[config.mk]
export PLATFORM = sky130hd
export DESIGN_NAME = exec_lane
export DESIGN_NICKNAME = d
export VERILOG_FILES = /design/src/verilog/exec_pkg.sv /design/src/verilog/exec_issue_if.sv /design/src/verilog/exec_lane.sv /design/src/verilog/simple_alu.sv /design/src/verilog/alu_decode.sv
export SDC_FILE = /design/constraint.sdc
export NUM_CORES = 1
export LEC_CHECK = 0
export ABC_AREA = 1
export BUFFER_PORTS_ARGS = -buffer_cell sky130_fd_sc_hd__buf_2
export CAP_MARGIN = 20
export CORE_MARGIN = 2
export CORE_UTILIZATION = 34
export CTS_CLUSTER_DIAMETER = 120
export DETAILED_ROUTE_END_ITERATION = 6
export SLEW_MARGIN = 30
export SYNTH_ARGS = -nofsm -noshare
export SYNTH_HDL_FRONTEND = slang
export SYNTH_HIERARCHICAL = 1
export SYNTH_SLANG_ARGS = --single-unit
[constraint.sdc]
create_clock -name clk -period 6.3 [get_ports clk]
set_input_delay 0.63 -clock clk [delete_from_list [all_inputs] [get_ports clk]]
set_output_delay 0.63 -clock clk [all_outputs]
set_load 0.1 [all_outputs]
[src/verilog/exec_pkg.sv]
// shared widths, internal ALU opcodes and execution flag positions
// MIPS primary opcode and function codes recognised by the lane
// register and immediate views of the instruction word

package exec_pkg;

    localparam int DATA_W  = 32;  // operand and result width
    localparam int IMMD_W  = 16;
    localparam int REG_W   = 5;   // architectural register index
    localparam int FLAGS_W = 6;
    localparam int OP_W    = 6;   // MIPS opcode and funct field width
    localparam int SHAMT_W = 5;

    // bits 5 and 0 of the flag word are reserved and stay zero
    localparam int FLAG_EXECUTED  = 4;
    localparam int FLAG_EXCEPTION = 3;
    localparam int FLAG_DONE      = 2;
    localparam int FLAG_CARRY     = 1;  // carry or borrow, ADD/ADDI/SUB only

    typedef enum logic [4:0] {
        ALU_ADD, ALU_ADDI, ALU_ADDU, ALU_ADDIU, ALU_SUB, ALU_SUBU,
        ALU_MFHI, ALU_MTHI, ALU_MFLO, ALU_MTLO,
        ALU_AND, ALU_ANDI, ALU_OR, ALU_ORI, ALU_XOR, ALU_XORI, ALU_NOR,
        ALU_SLL, ALU_SLLV, ALU_SRL, ALU_SRLV, ALU_SRA, ALU_SRAV,
        ALU_SLT, ALU_SLTI, ALU_SLTU, ALU_SLTIU,
        ALU_LUI, ALU_NOP
    } alu_op_e;

    localparam logic [OP_W-1:0] MIPS_OP_SPECIAL = 6'h00;  // register format, decoded by funct
    localparam logic [OP_W-1:0] MIPS_OP_ADDI    = 6'h08;
    localparam logic [OP_W-1:0] MIPS_OP_ADDIU   = 6'h09;
    localparam logic [OP_W-1:0] MIPS_OP_SLTI    = 6'h0a;
    localparam logic [OP_W-1:0] MIPS_OP_SLTIU   = 6'h0b;
    localparam logic [OP_W-1:0] MIPS_OP_ANDI    = 6'h0c;
    localparam logic [OP_W-1:0] MIPS_OP_ORI     = 6'h0d;
    localparam logic [OP_W-1:0] MIPS_OP_XORI    = 6'h0e;
    localparam logic [OP_W-1:0] MIPS_OP_LUI     = 6'h0f;

    localparam logic [OP_W-1:0] MIPS_FN_SLL  = 6'h00;
    localparam logic [OP_W-1:0] MIPS_FN_SRL  = 6'h02;
    localparam logic [OP_W-1:0] MIPS_FN_SRA  = 6'h03;
    localparam logic [OP_W-1:0] MIPS_FN_SLLV = 6'h04;
    localparam logic [OP_W-1:0] MIPS_FN_SRLV = 6'h06;
    localparam logic [OP_W-1:0] MIPS_FN_SRAV = 6'h07;
    localparam logic [OP_W-1:0] MIPS_FN_MFHI = 6'h10;
    localparam logic [OP_W-1:0] MIPS_FN_MTHI = 6'h11;
    localparam logic [OP_W-1:0] MIPS_FN_MFLO = 6'h12;
    localparam logic [OP_W-1:0] MIPS_FN_MTLO = 6'h13;
    localparam logic [OP_W-1:0] MIPS_FN_ADD  = 6'h20;
    localparam logic [OP_W-1:0] MIPS_FN_ADDU = 6'h21;
    localparam logic [OP_W-1:0] MIPS_FN_SUB  = 6'h22;
    localparam logic [OP_W-1:0] MIPS_FN_SUBU = 6'h23;
    localparam logic [OP_W-1:0] MIPS_FN_AND  = 6'h24;
    localparam logic [OP_W-1:0] MIPS_FN_OR   = 6'h25;
    localparam logic [OP_W-1:0] MIPS_FN_XOR  = 6'h26;
    localparam logic [OP_W-1:0] MIPS_FN_NOR  = 6'h27;
    localparam logic [OP_W-1:0] MIPS_FN_SLT  = 6'h2a;
    localparam logic [OP_W-1:0] MIPS_FN_SLTU = 6'h2b;

    typedef struct packed {
        logic [OP_W-1:0]    op;
        logic [REG_W-1:0]   rs;
        logic [REG_W-1:0]   rt;
        logic [REG_W-1:0]   rd;
        logic [SHAMT_W-1:0] shamt;
        logic [OP_W-1:0]    funct;
    } r_fmt_s;

    typedef struct packed {
        logic [OP_W-1:0]   op;
        logic [REG_W-1:0]  rs;
        logic [REG_W-1:0]  rt;
        logic [IMMD_W-1:0] imm;
    } i_fmt_s;

    typedef union packed {
        r_fmt_s r;
        i_fmt_s i;
    } instr_word_u;

endpackage
[src/verilog/exec_issue_if.sv]
// decoded issue packet from the decode stage to the ALU stage
// fields are registered and hold for a full cycle, no handshake

`timescale 1ns/1ps

interface exec_issue_if;

    logic                          valid;
    exec_pkg::alu_op_e             opcode;
    logic [exec_pkg::IMMD_W-1:0]   immd;       // immediate or zero-extended shamt
    logic [exec_pkg::DATA_W-1:0]   data1;
    logic [exec_pkg::DATA_W-1:0]   data2;
    logic [exec_pkg::REG_W-1:0]    dest;
    logic                          bad_instr;  // word was not a simple ALU instruction

    modport producer (
        output valid, opcode, immd, data1, data2, dest, bad_instr
    );

    modport consumer (
        input valid, opcode, immd, data1, data2, dest, bad_instr
    );

endinterface

[src/verilog/exec_lane.sv]
// simple integer execution lane, top level
// decode stage, combinational ALU and the writeback register
// two cycles from issue to writeback, one result per cycle

`timescale 1ns/1ps

module exec_lane (
    input  logic                         clk,
    input  logic                         rst_n_i,
    input  logic                         issue_valid_i,
    input  exec_pkg::instr_word_u        instr_i,
    input  logic [exec_pkg::DATA_W-1:0]  data1_i,
    input  logic [exec_pkg::DATA_W-1:0]  data2_i,
    output logic                         wb_valid_o,
    output logic [exec_pkg::REG_W-1:0]   wb_dest_o,
    output logic [exec_pkg::DATA_W-1:0]  wb_result_o,
    output logic [exec_pkg::FLAGS_W-1:0] wb_flags_o
);

    logic [exec_pkg::DATA_W-1:0]  alu_result;
    logic [exec_pkg::FLAGS_W-1:0] alu_flags;

    exec_issue_if issue_if ();

    alu_decode u_decode (
        .clk           (clk),
        .rst_n_i       (rst_n_i),
        .issue_valid_i (issue_valid_i),
        .instr_i       (instr_i),
        .data1_i       (data1_i),
        .data2_i       (data2_i),
        .pkt_o         (issue_if.producer)
    );

    simple_alu u_alu (
        .pkt_i    (issue_if.consumer),
        .result_o (alu_result),
        .flags_o  (alu_flags)
    );

    always_ff @(posedge clk or negedge rst_n_i) begin
        if (!rst_n_i) begin
            wb_valid_o  <= 1'b0;
            wb_dest_o   <= '0;
            wb_result_o <= '0;
            wb_flags_o  <= '0;
        end else begin
            wb_valid_o  <= issue_if.valid;
            wb_dest_o   <= issue_if.dest;
            wb_result_o <= alu_result;
            wb_flags_o  <= alu_flags;  // data is don't-care when valid is low
        end
    end

    // decode rejects a word by turning it into a NOP, so it can never execute
    wb_done_a: assert property (@(posedge clk) disable iff (!rst_n_i)
        wb_valid_o |-> wb_flags_o[exec_pkg::FLAG_DONE]);
    wb_exc_a: assert property (@(posedge clk) disable iff (!rst_n_i)
        wb_valid_o |-> !(wb_flags_o[exec_pkg::FLAG_EXECUTED] &&
                         wb_flags_o[exec_pkg::FLAG_EXCEPTION]));

endmodule

[src/verilog/simple_alu.sv]
// combinational simple integer ALU
// computes result and execution flags from a decoded issue packet

`timescale 1ns/1ps

module simple_alu (
    exec_issue_if.consumer                pkt_i,
    output logic [exec_pkg::DATA_W-1:0]   result_o,
    output logic [exec_pkg::FLAGS_W-1:0]  flags_o
);

    logic [exec_pkg::DATA_W-1:0]  sign_immd;
    logic [exec_pkg::DATA_W-1:0]  zero_immd;
    logic [exec_pkg::SHAMT_W-1:0] fix_shamt;
    logic [exec_pkg::SHAMT_W-1:0] var_shamt;
    logic                         carry;
    logic                         executed;

    assign sign_immd = {{(exec_pkg::DATA_W-exec_pkg::IMMD_W){pkt_i.immd[exec_pkg::IMMD_W-1]}},
                        pkt_i.immd};
    assign zero_immd = {{(exec_pkg::DATA_W-exec_pkg::IMMD_W){1'b0}}, pkt_i.immd};
    assign fix_shamt = pkt_i.immd[exec_pkg::SHAMT_W-1:0];   // shamt field from decode
    assign var_shamt = pkt_i.data1[exec_pkg::SHAMT_W-1:0];  // rs holds the amount

    always_comb begin
        result_o = '0;
        carry    = 1'b0;
        executed = 1'b1;
        case (pkt_i.opcode)
            exec_pkg::ALU_ADD: begin
                {carry, result_o} = {1'b0, pkt_i.data1} + {1'b0, pkt_i.data2};
            end
            exec_pkg::ALU_ADDI: begin
                {carry, result_o} = {1'b0, pkt_i.data1} + {1'b0, sign_immd};
            end
            exec_pkg::ALU_ADDU: begin
                result_o = pkt_i.data1 + pkt_i.data2;
            end
            exec_pkg::ALU_ADDIU: begin
                result_o = pkt_i.data1 + sign_immd;
            end
            exec_pkg::ALU_SUB: begin
                {carry, result_o} = {1'b0, pkt_i.data1} - {1'b0, pkt_i.data2};  // carry is borrow
            end
            exec_pkg::ALU_SUBU: begin
                result_o = pkt_i.data1 - pkt_i.data2;
            end
            // HI/LO live outside the lane, the moves just forward rs
            exec_pkg::ALU_MFHI,
            exec_pkg::ALU_MTHI,
            exec_pkg::ALU_MFLO,
            exec_pkg::ALU_MTLO: begin
                result_o = pkt_i.data1;
            end
            exec_pkg::ALU_AND: begin
                result_o = pkt_i.data1 & pkt_i.data2;
            end
            exec_pkg::ALU_ANDI: begin
                result_o = pkt_i.data1 & zero_immd;
            end
            exec_pkg::ALU_OR: begin
                result_o = pkt_i.data1 | pkt_i.data2;
            end
            exec_pkg::ALU_ORI: begin
                result_o = pkt_i.data1 | zero_immd;
            end
            exec_pkg::ALU_XOR: begin
                result_o = pkt_i.data1 ^ pkt_i.data2;
            end
            exec_pkg::ALU_XORI: begin
                result_o = pkt_i.data1 ^ zero_immd;
            end
            exec_pkg::ALU_NOR: begin
                result_o = ~(pkt_i.data1 | pkt_i.data2);
            end
            exec_pkg::ALU_SLL: begin
                result_o = pkt_i.data1 << fix_shamt;
            end
            exec_pkg::ALU_SLLV: begin
                result_o = pkt_i.data2 << var_shamt;
            end
            exec_pkg::ALU_SRL: begin
                result_o = pkt_i.data1 >> fix_shamt;
            end
            exec_pkg::ALU_SRLV: begin
                result_o = pkt_i.data2 >> var_shamt;
            end
            exec_pkg::ALU_SRA: begin
                result_o = $signed(pkt_i.data1) >>> fix_shamt;
            end
            exec_pkg::ALU_SRAV: begin
                result_o = $signed(pkt_i.data2) >>> var_shamt;
            end
            exec_pkg::ALU_SLT: begin
                result_o[0] = $signed(pkt_i.data1) < $signed(pkt_i.data2);
            end
            exec_pkg::ALU_SLTI: begin
                result_o[0] = $signed(pkt_i.data1) < $signed(sign_immd);
            end
            exec_pkg::ALU_SLTU: begin
                result_o[0] = pkt_i.data1 < pkt_i.data2;
            end
            exec_pkg::ALU_SLTIU: begin
                result_o[0] = pkt_i.data1 < zero_immd;
            end
            exec_pkg::ALU_LUI: begin
                result_o = {pkt_i.immd, {(exec_pkg::DATA_W-exec_pkg::IMMD_W){1'b0}}};
            end
            default: begin
                executed = 1'b0;  // NOP and rejected words leave the result at zero
            end
        endcase
    end

    always_comb begin
        flags_o                           = '0;
        flags_o[exec_pkg::FLAG_EXECUTED]  = executed;
        flags_o[exec_pkg::FLAG_EXCEPTION] = pkt_i.bad_instr;
        flags_o[exec_pkg::FLAG_DONE]      = 1'b1;  // every op completes in one pass
        flags_o[exec_pkg::FLAG_CARRY]     = carry;
    end

endmodule

[src/verilog/alu_decode.sv]
// decode stage of the simple integer lane
// maps a MIPS word to an internal ALU opcode, immediate and destination
// and registers the result together with the operands

`timescale 1ns/1ps

module alu_decode (
    input  logic                        clk,
    input  logic                        rst_n_i,
    input  logic                        issue_valid_i,
    input  exec_pkg::instr_word_u       instr_i,
    input  logic [exec_pkg::DATA_W-1:0] data1_i,
    input  logic [exec_pkg::DATA_W-1:0] data2_i,
    exec_issue_if.producer              pkt_o
);

    exec_pkg::alu_op_e              op_d;
    logic [exec_pkg::IMMD_W-1:0]    immd_d;
    logic [exec_pkg::REG_W-1:0]     dest_d;
    logic                           bad_d;

    always_comb begin
        op_d   = exec_pkg::ALU_NOP;
        bad_d  = 1'b0;
        immd_d = instr_i.i.imm;
        dest_d = instr_i.i.rt;  // immediate format writes rt
        if (instr_i.r.op == exec_pkg::MIPS_OP_SPECIAL) begin
            dest_d = instr_i.r.rd;
            immd_d = {{(exec_pkg::IMMD_W-exec_pkg::SHAMT_W){1'b0}}, instr_i.r.shamt};
            case (instr_i.r.funct)
                exec_pkg::MIPS_FN_SLL:  op_d = exec_pkg::ALU_SLL;
                exec_pkg::MIPS_FN_SRL:  op_d = exec_pkg::ALU_SRL;
                exec_pkg::MIPS_FN_SRA:  op_d = exec_pkg::ALU_SRA;
                exec_pkg::MIPS_FN_SLLV: op_d = exec_pkg::ALU_SLLV;
                exec_pkg::MIPS_FN_SRLV: op_d = exec_pkg::ALU_SRLV;
                exec_pkg::MIPS_FN_SRAV: op_d = exec_pkg::ALU_SRAV;
                exec_pkg::MIPS_FN_MFHI: op_d = exec_pkg::ALU_MFHI;
                exec_pkg::MIPS_FN_MTHI: op_d = exec_pkg::ALU_MTHI;
                exec_pkg::MIPS_FN_MFLO: op_d = exec_pkg::ALU_MFLO;
                exec_pkg::MIPS_FN_MTLO: op_d = exec_pkg::ALU_MTLO;
                exec_pkg::MIPS_FN_ADD:  op_d = exec_pkg::ALU_ADD;
                exec_pkg::MIPS_FN_ADDU: op_d = exec_pkg::ALU_ADDU;
                exec_pkg::MIPS_FN_SUB:  op_d = exec_pkg::ALU_SUB;
                exec_pkg::MIPS_FN_SUBU: op_d = exec_pkg::ALU_SUBU;
                exec_pkg::MIPS_FN_AND:  op_d = exec_pkg::ALU_AND;
                exec_pkg::MIPS_FN_OR:   op_d = exec_pkg::ALU_OR;
                exec_pkg::MIPS_FN_XOR:  op_d = exec_pkg::ALU_XOR;
                exec_pkg::MIPS_FN_NOR:  op_d = exec_pkg::ALU_NOR;
                exec_pkg::MIPS_FN_SLT:  op_d = exec_pkg::ALU_SLT;
                exec_pkg::MIPS_FN_SLTU: op_d = exec_pkg::ALU_SLTU;
                default:                bad_d = 1'b1;
            endcase
        end else begin
            case (instr_i.i.op)
                exec_pkg::MIPS_OP_ADDI:  op_d = exec_pkg::ALU_ADDI;
                exec_pkg::MIPS_OP_ADDIU: op_d = exec_pkg::ALU_ADDIU;
                exec_pkg::MIPS_OP_SLTI:  op_d = exec_pkg::ALU_SLTI;
                exec_pkg::MIPS_OP_SLTIU: op_d = exec_pkg::ALU_SLTIU;
                exec_pkg::MIPS_OP_ANDI:  op_d = exec_pkg::ALU_ANDI;
                exec_pkg::MIPS_OP_ORI:   op_d = exec_pkg::ALU_ORI;
                exec_pkg::MIPS_OP_XORI:  op_d = exec_pkg::ALU_XORI;
                exec_pkg::MIPS_OP_LUI:   op_d = exec_pkg::ALU_LUI;
                default:                 bad_d = 1'b1;
            endcase
        end
        // the all-zero word is the canonical MIPS nop (sll r0, r0, 0)
        if (instr_i == '0) begin
            op_d = exec_pkg::ALU_NOP;
        end
        if (bad_d) begin
            op_d   = exec_pkg::ALU_NOP;
            dest_d = '0;  // a faulting word targets r0, so nothing is written
        end
    end

    always_ff @(posedge clk or negedge rst_n_i) begin
        if (!rst_n_i) begin
            pkt_o.valid     <= 1'b0;
            pkt_o.opcode    <= exec_pkg::ALU_NOP;
            pkt_o.immd      <= '0;
            pkt_o.data1     <= '0;
            pkt_o.data2     <= '0;
            pkt_o.dest      <= '0;
            pkt_o.bad_instr <= 1'b0;
        end else begin
            pkt_o.valid     <= issue_valid_i;
            pkt_o.opcode    <= op_d;
            pkt_o.immd      <= immd_d;
            pkt_o.data1     <= data1_i;
            pkt_o.data2     <= data2_i;
            pkt_o.dest      <= dest_d;
            pkt_o.bad_instr <= bad_d;
        end
    end

    // the writeback stage relies on a clean valid bit every cycle
    valid_known_a: assert property (@(posedge clk) disable iff (!rst_n_i)
        !$isunknown(pkt_o.valid));

endmodule

# After elaboration in Yosys (flattened, before gate mapping)
# Index checks and enable logic that the tools add are counted.
# word_totals
word_cells	111
output_inout_bits	44
reg_bits	134
# op_classes
order_cmp	4
n_addsub	6
eq_ne	54
mux	15
shift	6
bitwise_logic	7
n_reduce_logical	8
# op_table
operator	count
one-hot mux 31 bit (21 select lines)	1
one-hot mux 5 bit (20 select lines)	1
adder 32 x 32 -> 33 bit	2
adder 32 bit	2
< comparator 32 x 16 -> 1 bit	2
< comparator 32 bit	2
left shift 32 x 5 -> 32 bit	2
>> shifter 32 x 5 -> 32 bit	2
>>> shifter 32 x 5 -> 32 bit	2
equality test 5 bit, second input constant	12
equality test 6 bit, second input constant	10
equality test 6 x 4 -> 1 bit, second input constant	8
equality test 5 x 4 -> 1 bit, second input constant	8
one-hot mux 5 bit (8 select lines)	1
subtractor 32 x 32 -> 33 bit	1
AND 32 x 16 -> 32 bit	1
AND 32 bit	1
zero test 32 bit	1
NOT 32 bit	1
bitwise OR 32 x 16 -> 32 bit	1
bitwise OR 32 bit	1
subtractor 32 bit	1
XOR 32 x 16 -> 32 bit	1
XOR 32 bit	1
17 further kinds	35

# Logic depth before layout (Yosys ltp)
# Gate-level depths: netlist of the first run.
# logic_depth
ltp_word	5
mapped_depth	19

# Modules after synthesis
# The synthesis of the first run kept the hierarchy.
# by_module_without_submodules
module	seq_area_each_um2	instances	area_each_um2	cells_per_inst
simple_alu	0.0	1	18484.0	3812
alu_decode	2306.0	1	3168.0	287
exec_lane	1101.1	1	1101.1	44

# Worst setup path before layout of the first run
# Ideal clock, no wire load.
# synth_timing
kind	flip-flop to flip-flop
start	register u_decode.pkt_o.data1[3]
end	register wb_flags_o[1] (netlist name)
slack_ns	3.674
stages_incl_launch_ff	19
arrival_ns	2.511
period_less_slack_ns	2.626
required_time_ns	6.185
setup_ns	0.115
path_buffers	4
path_cell_list	dfrtp_1 -> clkbuf_1 -> inv_1 -> buf_2 -> buf_1 -> ha_1 -> a21oi_1 -> nand2_1 -> nand2_1 -> nand2_1 -> nand3_1 -> nand2_1 -> nand2_1 -> nand2_1 -> nand2_1 -> inv_1 -> o21bai_1 -> nand3_1 -> buf_4
# synth_via
elab_chain_len	2
word_cells_on_any_way	4
# synth_rtl
element	line_no	rtl
from (decl)	exec_issue_if.sv:17	output valid, opcode, immd, data1, data2, dest, bad_instr
from (signal assigned)	alu_decode.sv:89	pkt_o.data1 <= data1_i;
subtractor 32 x 32 -> 33 bit, or another cell as far along	simple_alu.sv:43	{carry, result_o} = {1'b0, pkt_i.data1} - {1'b0, pkt_i.data2};
one-hot mux 1 bit (3 select lines) *	simple_alu.sv:29	case (pkt_i.opcode)
via u_alu.carry	simple_alu.sv:16	logic carry;
to (signal assigned)	exec_lane.sv:51	wb_flags_o <= alu_flags;
to (decl)	exec_lane.sv:17	output logic [exec_pkg::FLAGS_W-1:0] wb_flags_o
# The timed path passes the listed nets; every way through them passes the cells marked *.

# Worst setup path in the final report of the first run
# layout_timing
start	register u_decode.pkt_o.immd[15]
end	register wb_result_o[20] (netlist name)
# layout_via
elab_chain_len	2
word_cells_on_any_way	3
# layout_rtl
element	line_no	rtl
from (decl)	exec_issue_if.sv:17	
from (signal assigned)	alu_decode.sv:88	pkt_o.immd <= immd_d;
adder 32 bit / adder 32 x 32 -> 33 bit (equally long branches)	simple_alu.sv:40, simple_alu.sv:34	
one-hot mux 31 bit (21 select lines) *	simple_alu.sv:29	
via alu_result (one bit)	exec_lane.sv:20	logic [exec_pkg::DATA_W-1:0] alu_result;
to (signal assigned)	exec_lane.sv:50	wb_result_o <= alu_result;
to (decl)	exec_lane.sv:16	output logic [exec_pkg::DATA_W-1:0] wb_result_o,
# Marks and branches as above.

==> impl_metrics.ini, run 1 <==
[outcome]
violations = DRC
outcome = finished with violations

[detailed_routing]
drt_iter0_markers = 5501
wire_per_inst_um = 27.0
drc_errors = 8
first_pass_iters = 7
via_per_inst = 5.92
via_count = 30000
antenna_left = 0
postRouteWirelength_um = 137000

[placement]
routabilityCongestion = 1.09
numPortBuffers = 142
dp.cells = 5023
dp_hpwl_um = 112000

[floorplan]
rows = 94
core_sq_um = 66000
fp.dieH_um = 263
die-area_sq_um = 69000
initial_core_util = 0.345
ios = 143
fp.dieW_um = 263

[critical_path]
arrival_ns = 4.69
crit_path_start_kind = flop
path_class = flop to flop
r2r_end = wb_result_o[20]
r2r-start = u_decode/pkt_o.immd[15]
worstPathRequired_ns = 6.60
r2r_cells = 13
endpoint_kind = flop
path_max_fanout = 19
reg2reg_slack_ns = 1.91

[finish]
fin_nets = 4471
n_fill_cell = 7530
drive_gt1_frac = 0.0747
area_delta_synth_final_pct = 8.72
layout.cells.non_filler = 5056

[clock_tree]
h-tree-depth = 4
clk_latency_ns = 0.50
postCtsSetupBuffers = 0
cts-resized-gates = 0
cts_buffers = 17
clock-sinks = 136
clk_pin_slew_ns = 0.08
ctsHoldBuffers = 0
root_buffer = clkbuf_16
cts_tree = yes
cts_buffer_depth = 2

[flow_run]
cap_violations = 0

[timing]
skew_ns = 0.0209
rsz0062_at_grt = no
hold_viol = 0
tightest_slew_ns = 1.04
fmax_mhz = 228
fin_hold_ws_ns = 0.183
finalCriticalPeriod_ns = 4.39
setup_viol = 0
drv_slew = 0
post-route-period-util = 0.696
relSlewSlack = 0.306
final.setup.tns_ns = 0

[synth]
ys_async_sr_fraction = 1.00
ys_ff_latch = 136
synth_top_area_share = 0.225
synth-xor-area-share = 0.00385
synthCells = 4143
synthFlopType = dfrtp_1
synth_edf_count = 0
synth_top_family_by_area = simple AND/OR/NAND/NOR gates
avgSynthCellArea_sq_um = 5.49
yosys.area_share.simple = 0.511
synth_area_leaders = nand2_1 (23%), nand3_1 (17%), dfrtp_1 (15%)
yosys.area_share.adder = 0.108
synth_area_sq_um = 22800
synth_cell_types = 57
synth-compound-area-share = 0.114
synth_top_cell_by_area = nand2_1
synth.area.mux_share = 0
seq_area_frac_synth = 0.150
ys_warn_count = 6

[hold_path]
hold_class = input pin to async pin

[power_and_ir_drop]
power_density_nw_per_um2 = 162
irDropWorstVdd_v = 0.000144
power_leakage_nw = 13.3

[grt]
grt_max_degree = 81
grt_pass1_wl_um = 193000
grt_pass1_vias = 26700
grt_overflow = 0
track_usage = 0.385
antenna_found_initial = 5
==> synthesized netlist by cell type (21+ instances only) <==
cell / count
nand2_1: 1365
nand4_1: 69
o211ai_1: 42
o22ai_1: 21
buf_2: 78
inv_1: 429
clkbuf_1: 53
buf_1: 24
a21oi_1: 170
nand3_1: 779
nor3_1: 28
o21ai_0: 179
dfrtp_1: 133
nor2_1: 373
ha_1: 191
==> placed cells by master, fill, tap and decap left out, drive strengths merged, types with 31 or more instances in the layout <==
| cell type | synthesis | layout |
|---|---|---|
| a21oi | 171 | 171 |
| buf | 126 | 196 |
| dfrtp | 133 | 133 |
| ha | 191 | 191 |
| inv | 445 | 454 |
| nand2 | 1375 | 1375 |
| nand3 | 781 | 781 |
| nand4 | 69 | 69 |
| nor2 | 395 | 395 |
| nor3 | 31 | 31 |
| o211ai | 42 | 42 |
| o21ai | 189 | 189 |
==> flip-flops by register name, indices dropped and copies added (netlist names), 5 cells and up <==
name / cells
wb_flags_o: 6
wb_result_o: 32
u_decode/pkt_o.data1: 32
wb_dest_o: 5
u_decode/pkt_o.immd: 16
u_decode/pkt_o.dest: 5
u_decode/pkt_o.opcode: 5
u_decode/pkt_o.data2: 32
==> worst max path at each step <==
stage               slack, ns  cells past startpoint                    start         endpoint
floorplan                3.67                     18  u_decode/pkt_o.data1[3]    wb_flags_o[1]
global placement         2.03                     13  u_decode/pkt_o.immd[15]  wb_result_o[20]
detailed placement       2.05                     13  u_decode/pkt_o.immd[15]  wb_result_o[20]
CTS                      2.02                     13  u_decode/pkt_o.immd[15]  wb_result_o[20]
global route             1.81                     13  u_decode/pkt_o.immd[15]  wb_result_o[20]
finish                   1.91                     13  u_decode/pkt_o.immd[15]  wb_result_o[20]
==> worst max-delay path, stage by stage, from the launching register on <==
cell and delay [ns]:
dfrtp_1 0.93, inv_1 0.67, ha_1 0.67, nand2_1 0.16, nor2_1 0.23, inv_1 0.06, nor2_1 0.41, nand4_1 0.33
nand3_1 0.21, nand2_1 0.06, nand2_1 0.05, nor2_1 0.09, nor2_1 0.12, nand3_1 0.14
==> cell type report <==
| class | count | area [sq um] | area share |
|---|---|---|---|
| clock inverters | 13 | 184 | 0.00744 |
| clock buffers | 19 | 443 | 0.0179 |
| diodes | 1 | 2.50 | 0.000101 |
| flip-flops and latches | 136 | 3410 | 0.138 |
| inverters | 450 | 1690 | 0.0684 |
| multi-input cells | 3376 | 16800 | 0.679 |
| well taps | 864 | 1080 | 0.0437 |
| repair buffers | 197 | 1130 | 0.0458 |
==> stage by stage <==
stage / cell area (sq um) / util / setup WS [ns] / power [mW]
after floorplan: 22800 / - / 3.67 / 2.11
after global placement: 24100 / 0.365 / 2.03 / 2.78
after detailed placement: 24100 / 0.365 / 2.05 / 2.76
after CTS: 24700 / 0.375 / 2.02 / 3.94
after global routing: 24700 / 0.375 / 1.81 / 4.16
final: 24700 / 0.375 / 1.91 / 4.00
==> layer usage <==
metal	vias up	GRT usage	routed length, um
met1	13900	0.525	56100
met5	-	0.00347	35
li1	13600	-	-
met4	6	0.224	9020
met2	2148	0.538	53900
met3	344	0.106	17500
==> kinds of logic after synthesis <==
| group | after synthesis |
|---|---|
| simple gates | 2705 |
| buf+inv | 632 |
| compound gates | 464 |
| fa+ha+maj | 194 |
| flops | 136 |
| xor+xnor | 10 |
| other cells | 2 |
==> power breakdown <==
group / internal (mW) / switching, mW
clock network: 0.647 / 0.511
logic: 0.442 / 1.38
registers: 0.919 / 0.0959
Power figures use the tool's default switching activity.
==> inputs of run 2 (changes only) <==
==> constraint.sdc (replaced) <==
create_clock -name clk -period 3.61 [get_ports clk]
set_input_delay 0.361 -clock clk [delete_from_list [all_inputs] [get_ports clk]]
set_output_delay 0.361 -clock clk [all_outputs]
set_load 0.1 [all_outputs]
==> run 2 against run 1 <==
Net effect:
- the run still ends with DRC left
- cell area grew 5.6%
- clock skew is essentially flat
- total power grew 77%
- die area is the same
- routed wire length grew 4.0%
- flip-flop and latch count is the same
- maximum frequency grew 28%
- clock-buffer cell count shrank 2
- final cell count grew 3.2%
- critical endpoint is now wb_flags_o[1]
- largest cell class unchanged
==> impl_metrics.ini, run 2 (same netlist as run 1, synthesis figures left out) <==
[timing]
fin_ws_ns = 0.174
skew_ns = 0.0212
tightest_slew_ns = 0.891
fmax_mhz = 291
relSlewSlack = 0.406
rsz0062_at_grt = no
hold_viol = 0
post-route-period-util = 0.952
setup_viol = 0
drv_slew = 0
finalCriticalPeriod_ns = 3.44
final.setup.tns_ns = 0

[finish]
fin_nets = 4629
layout.cells.non_filler = 5216
final_common_cell = nand2_1
area_delta_synth_final_pct = 14.8
drive_gt1_frac = 0.0943
final_cell_mix = nand2_1 (1365), nand3_1 (779), inv_1 (428)
top_regs = u_decode/pkt_o.data1 x32, u_decode/pkt_o.data2 x32, wb_result_o x32

[critical_path]
worst-path-buf-inv = 2
path_max_fanout = 10
worstPathRequired_ns = 4.04
crit_chain = inv_1 -> ha_1 -> nand2_1 -> nor2_1 -> inv_1 -> nor3_1 -> nand2_1 -> nand2_1 -> nand2_1 -> nand2_1 -> nand3b_1 -> nand2_1 -> nand2_1 -> nand3_1
crit_path_start_kind = flop
cp_common_cell = nand2_1
endpoint_kind = flop
arrival_ns = 3.86
crit_family = simple AND/OR/NAND/NOR gates
path_class = flop to flop
crit_slowest_cell = dfrtp_2
max_stage_delay_ns = 0.65

[grt]
grt_util_met1 = 0.540
met3_usage = 0.0931
busiest_layer = met2
grt_pass1_wl_um = 200000
antenna_found_initial = 5
grt_max_degree = 77
grtUsageMet2 = 0.566
grt_pass1_vias = 27500
grt_overflow = 0
track_usage = 0.399

[floorplan]
core_sq_um = 66000
fp.dieH_um = 263
initial_core_util = 0.345
fp.dieW_um = 263
ios = 143
rows = 94
die-area_sq_um = 69000

[clock_tree]
clock-sinks = 136
clk_latency_ns = 0.51
cts_tree = yes
postCtsSetupBuffers = 0
h-tree-depth = 4
clk_pin_slew_ns = 0.08
cts_buffer_depth = 2
root_buffer = clkbuf_16
cts_buffers = 17

[detailed_routing]
via_count = 30600
via_per_inst = 5.86
postRouteWirelength_um = 142000
wire_per_inst_um = 27.3
antenna_left = 0
drc_errors = 10
first_pass_iters = 7
drt_iter0_markers = 5231

[power_and_ir_drop]
power_leakage_nw = 14.0
p_comb_frac = 0.475
irDropWorstVdd_v = 0.000310
p_switching_mw = 3.53
internal-power_mw = 3.53
clockPowerShare = 0.278
p_seq_frac = 0.247
switching_share = 0.500
power_density_nw_per_um2 = 271

[placement]
numPortBuffers = 142
post-place-ws_ns = 0.0982
dp_hpwl_um = 118000
routabilityCongestion = 1.12
dp.cells = 5117

[outcome]
outcome = finished with violations
violations = DRC

[flow_run]
cap_violations = 0

[hold_path]
hold_class = input pin to flop
-- run 2: cell count changes in the layout (fill, tap and decap cells not counted), sizes merged, moves of 2 or more --
cell / before / now
clkbuf: 20 / 17
buf: 196 / 291
diode: 1 / 3
clkinvlp: 1 / 3
dlygate4sd3: 0 / 64
inv: 454 / 456
-- run 2: what timing repair did --
item	4_1_cts	5_1_grt
gates resized for setup	0	1
endpoints found under the hold margin	137	0
endpoints found under the setup margin	0	3
hold buffers	64	0
-- run 2: layout make-up --
cell class,count,area (sq um)
fillers,7493,39900
multi-input cells,3376,16800
flip-flops and latches,136,3420
repair buffers,355,2540
inverters,450,1690
well taps,864,1080
clock buffers,17,425
clock inverters,15,180
diodes,3,7.51
-- run 2: path summary, 6_finish.rpt --
path	from	endpoint	slack (ns)	cells after the start
max in group asynchronous	rst_n_i	u_decode/pkt_o.data1[13]	2.14	3
min reg2reg	u_decode/pkt_o.dest[4]	wb_dest_o[4]	0.35	0
max	u_decode/pkt_o.data1[13]	wb_flags_o[1]	0.17	14
max reg2reg	u_decode/pkt_o.data1[13]	wb_flags_o[1]	0.17	14
min	data2_i[7]	u_decode/pkt_o.data2[7]	0.06	1
min in group asynchronous	rst_n_i	u_decode/pkt_o.data2[28]	0.48	2
-- run 2: power by group through the flow --
| stage | logic (mW) | clock network [mW] | registers, mW |
|---|---|---|---|
| floorplan | 1.77 | 0 | 1.92 |
| global placement | 3.17 | 0 | 1.77 |
| detailed placement | 3.15 | 0 | 1.77 |
| CTS | 3.22 | 2.00 | 1.74 |
| global route | 3.56 | 2.04 | 1.74 |
| finish | 3.36 | 1.96 | 1.74 |
-- run 2: per-stage QoR --
| step | cell area, sq um | util | power [mW] | hold slack, ns |
|---|---|---|---|---|
| after detailed placement | 24900 | 0.377 | 4.91 | 0.335 |
| after CTS | 26100 | 0.396 | 6.95 | 0.0179 |
| final | 26100 | 0.396 | 7.07 | 0.0558 |
| after global placement | 24900 | 0.377 | 4.93 | 0.332 |
| after global routing | 26100 | 0.396 | 7.35 | 0.0274 |
| after floorplan | 22800 | - | 3.69 | 0.0654 |
-- run 2: metal layers --
metal | vias up | wire, um | part of all wire
met3 | 411 | 17100 | 0.12
met4 | 2 | 11200 | 0.079
met1 | 14000 | 57900 | 0.41
li1 | 13900 | - | -
met2 | 2232 | 56000 | 0.39
met5 | - | 14 | 0.000098
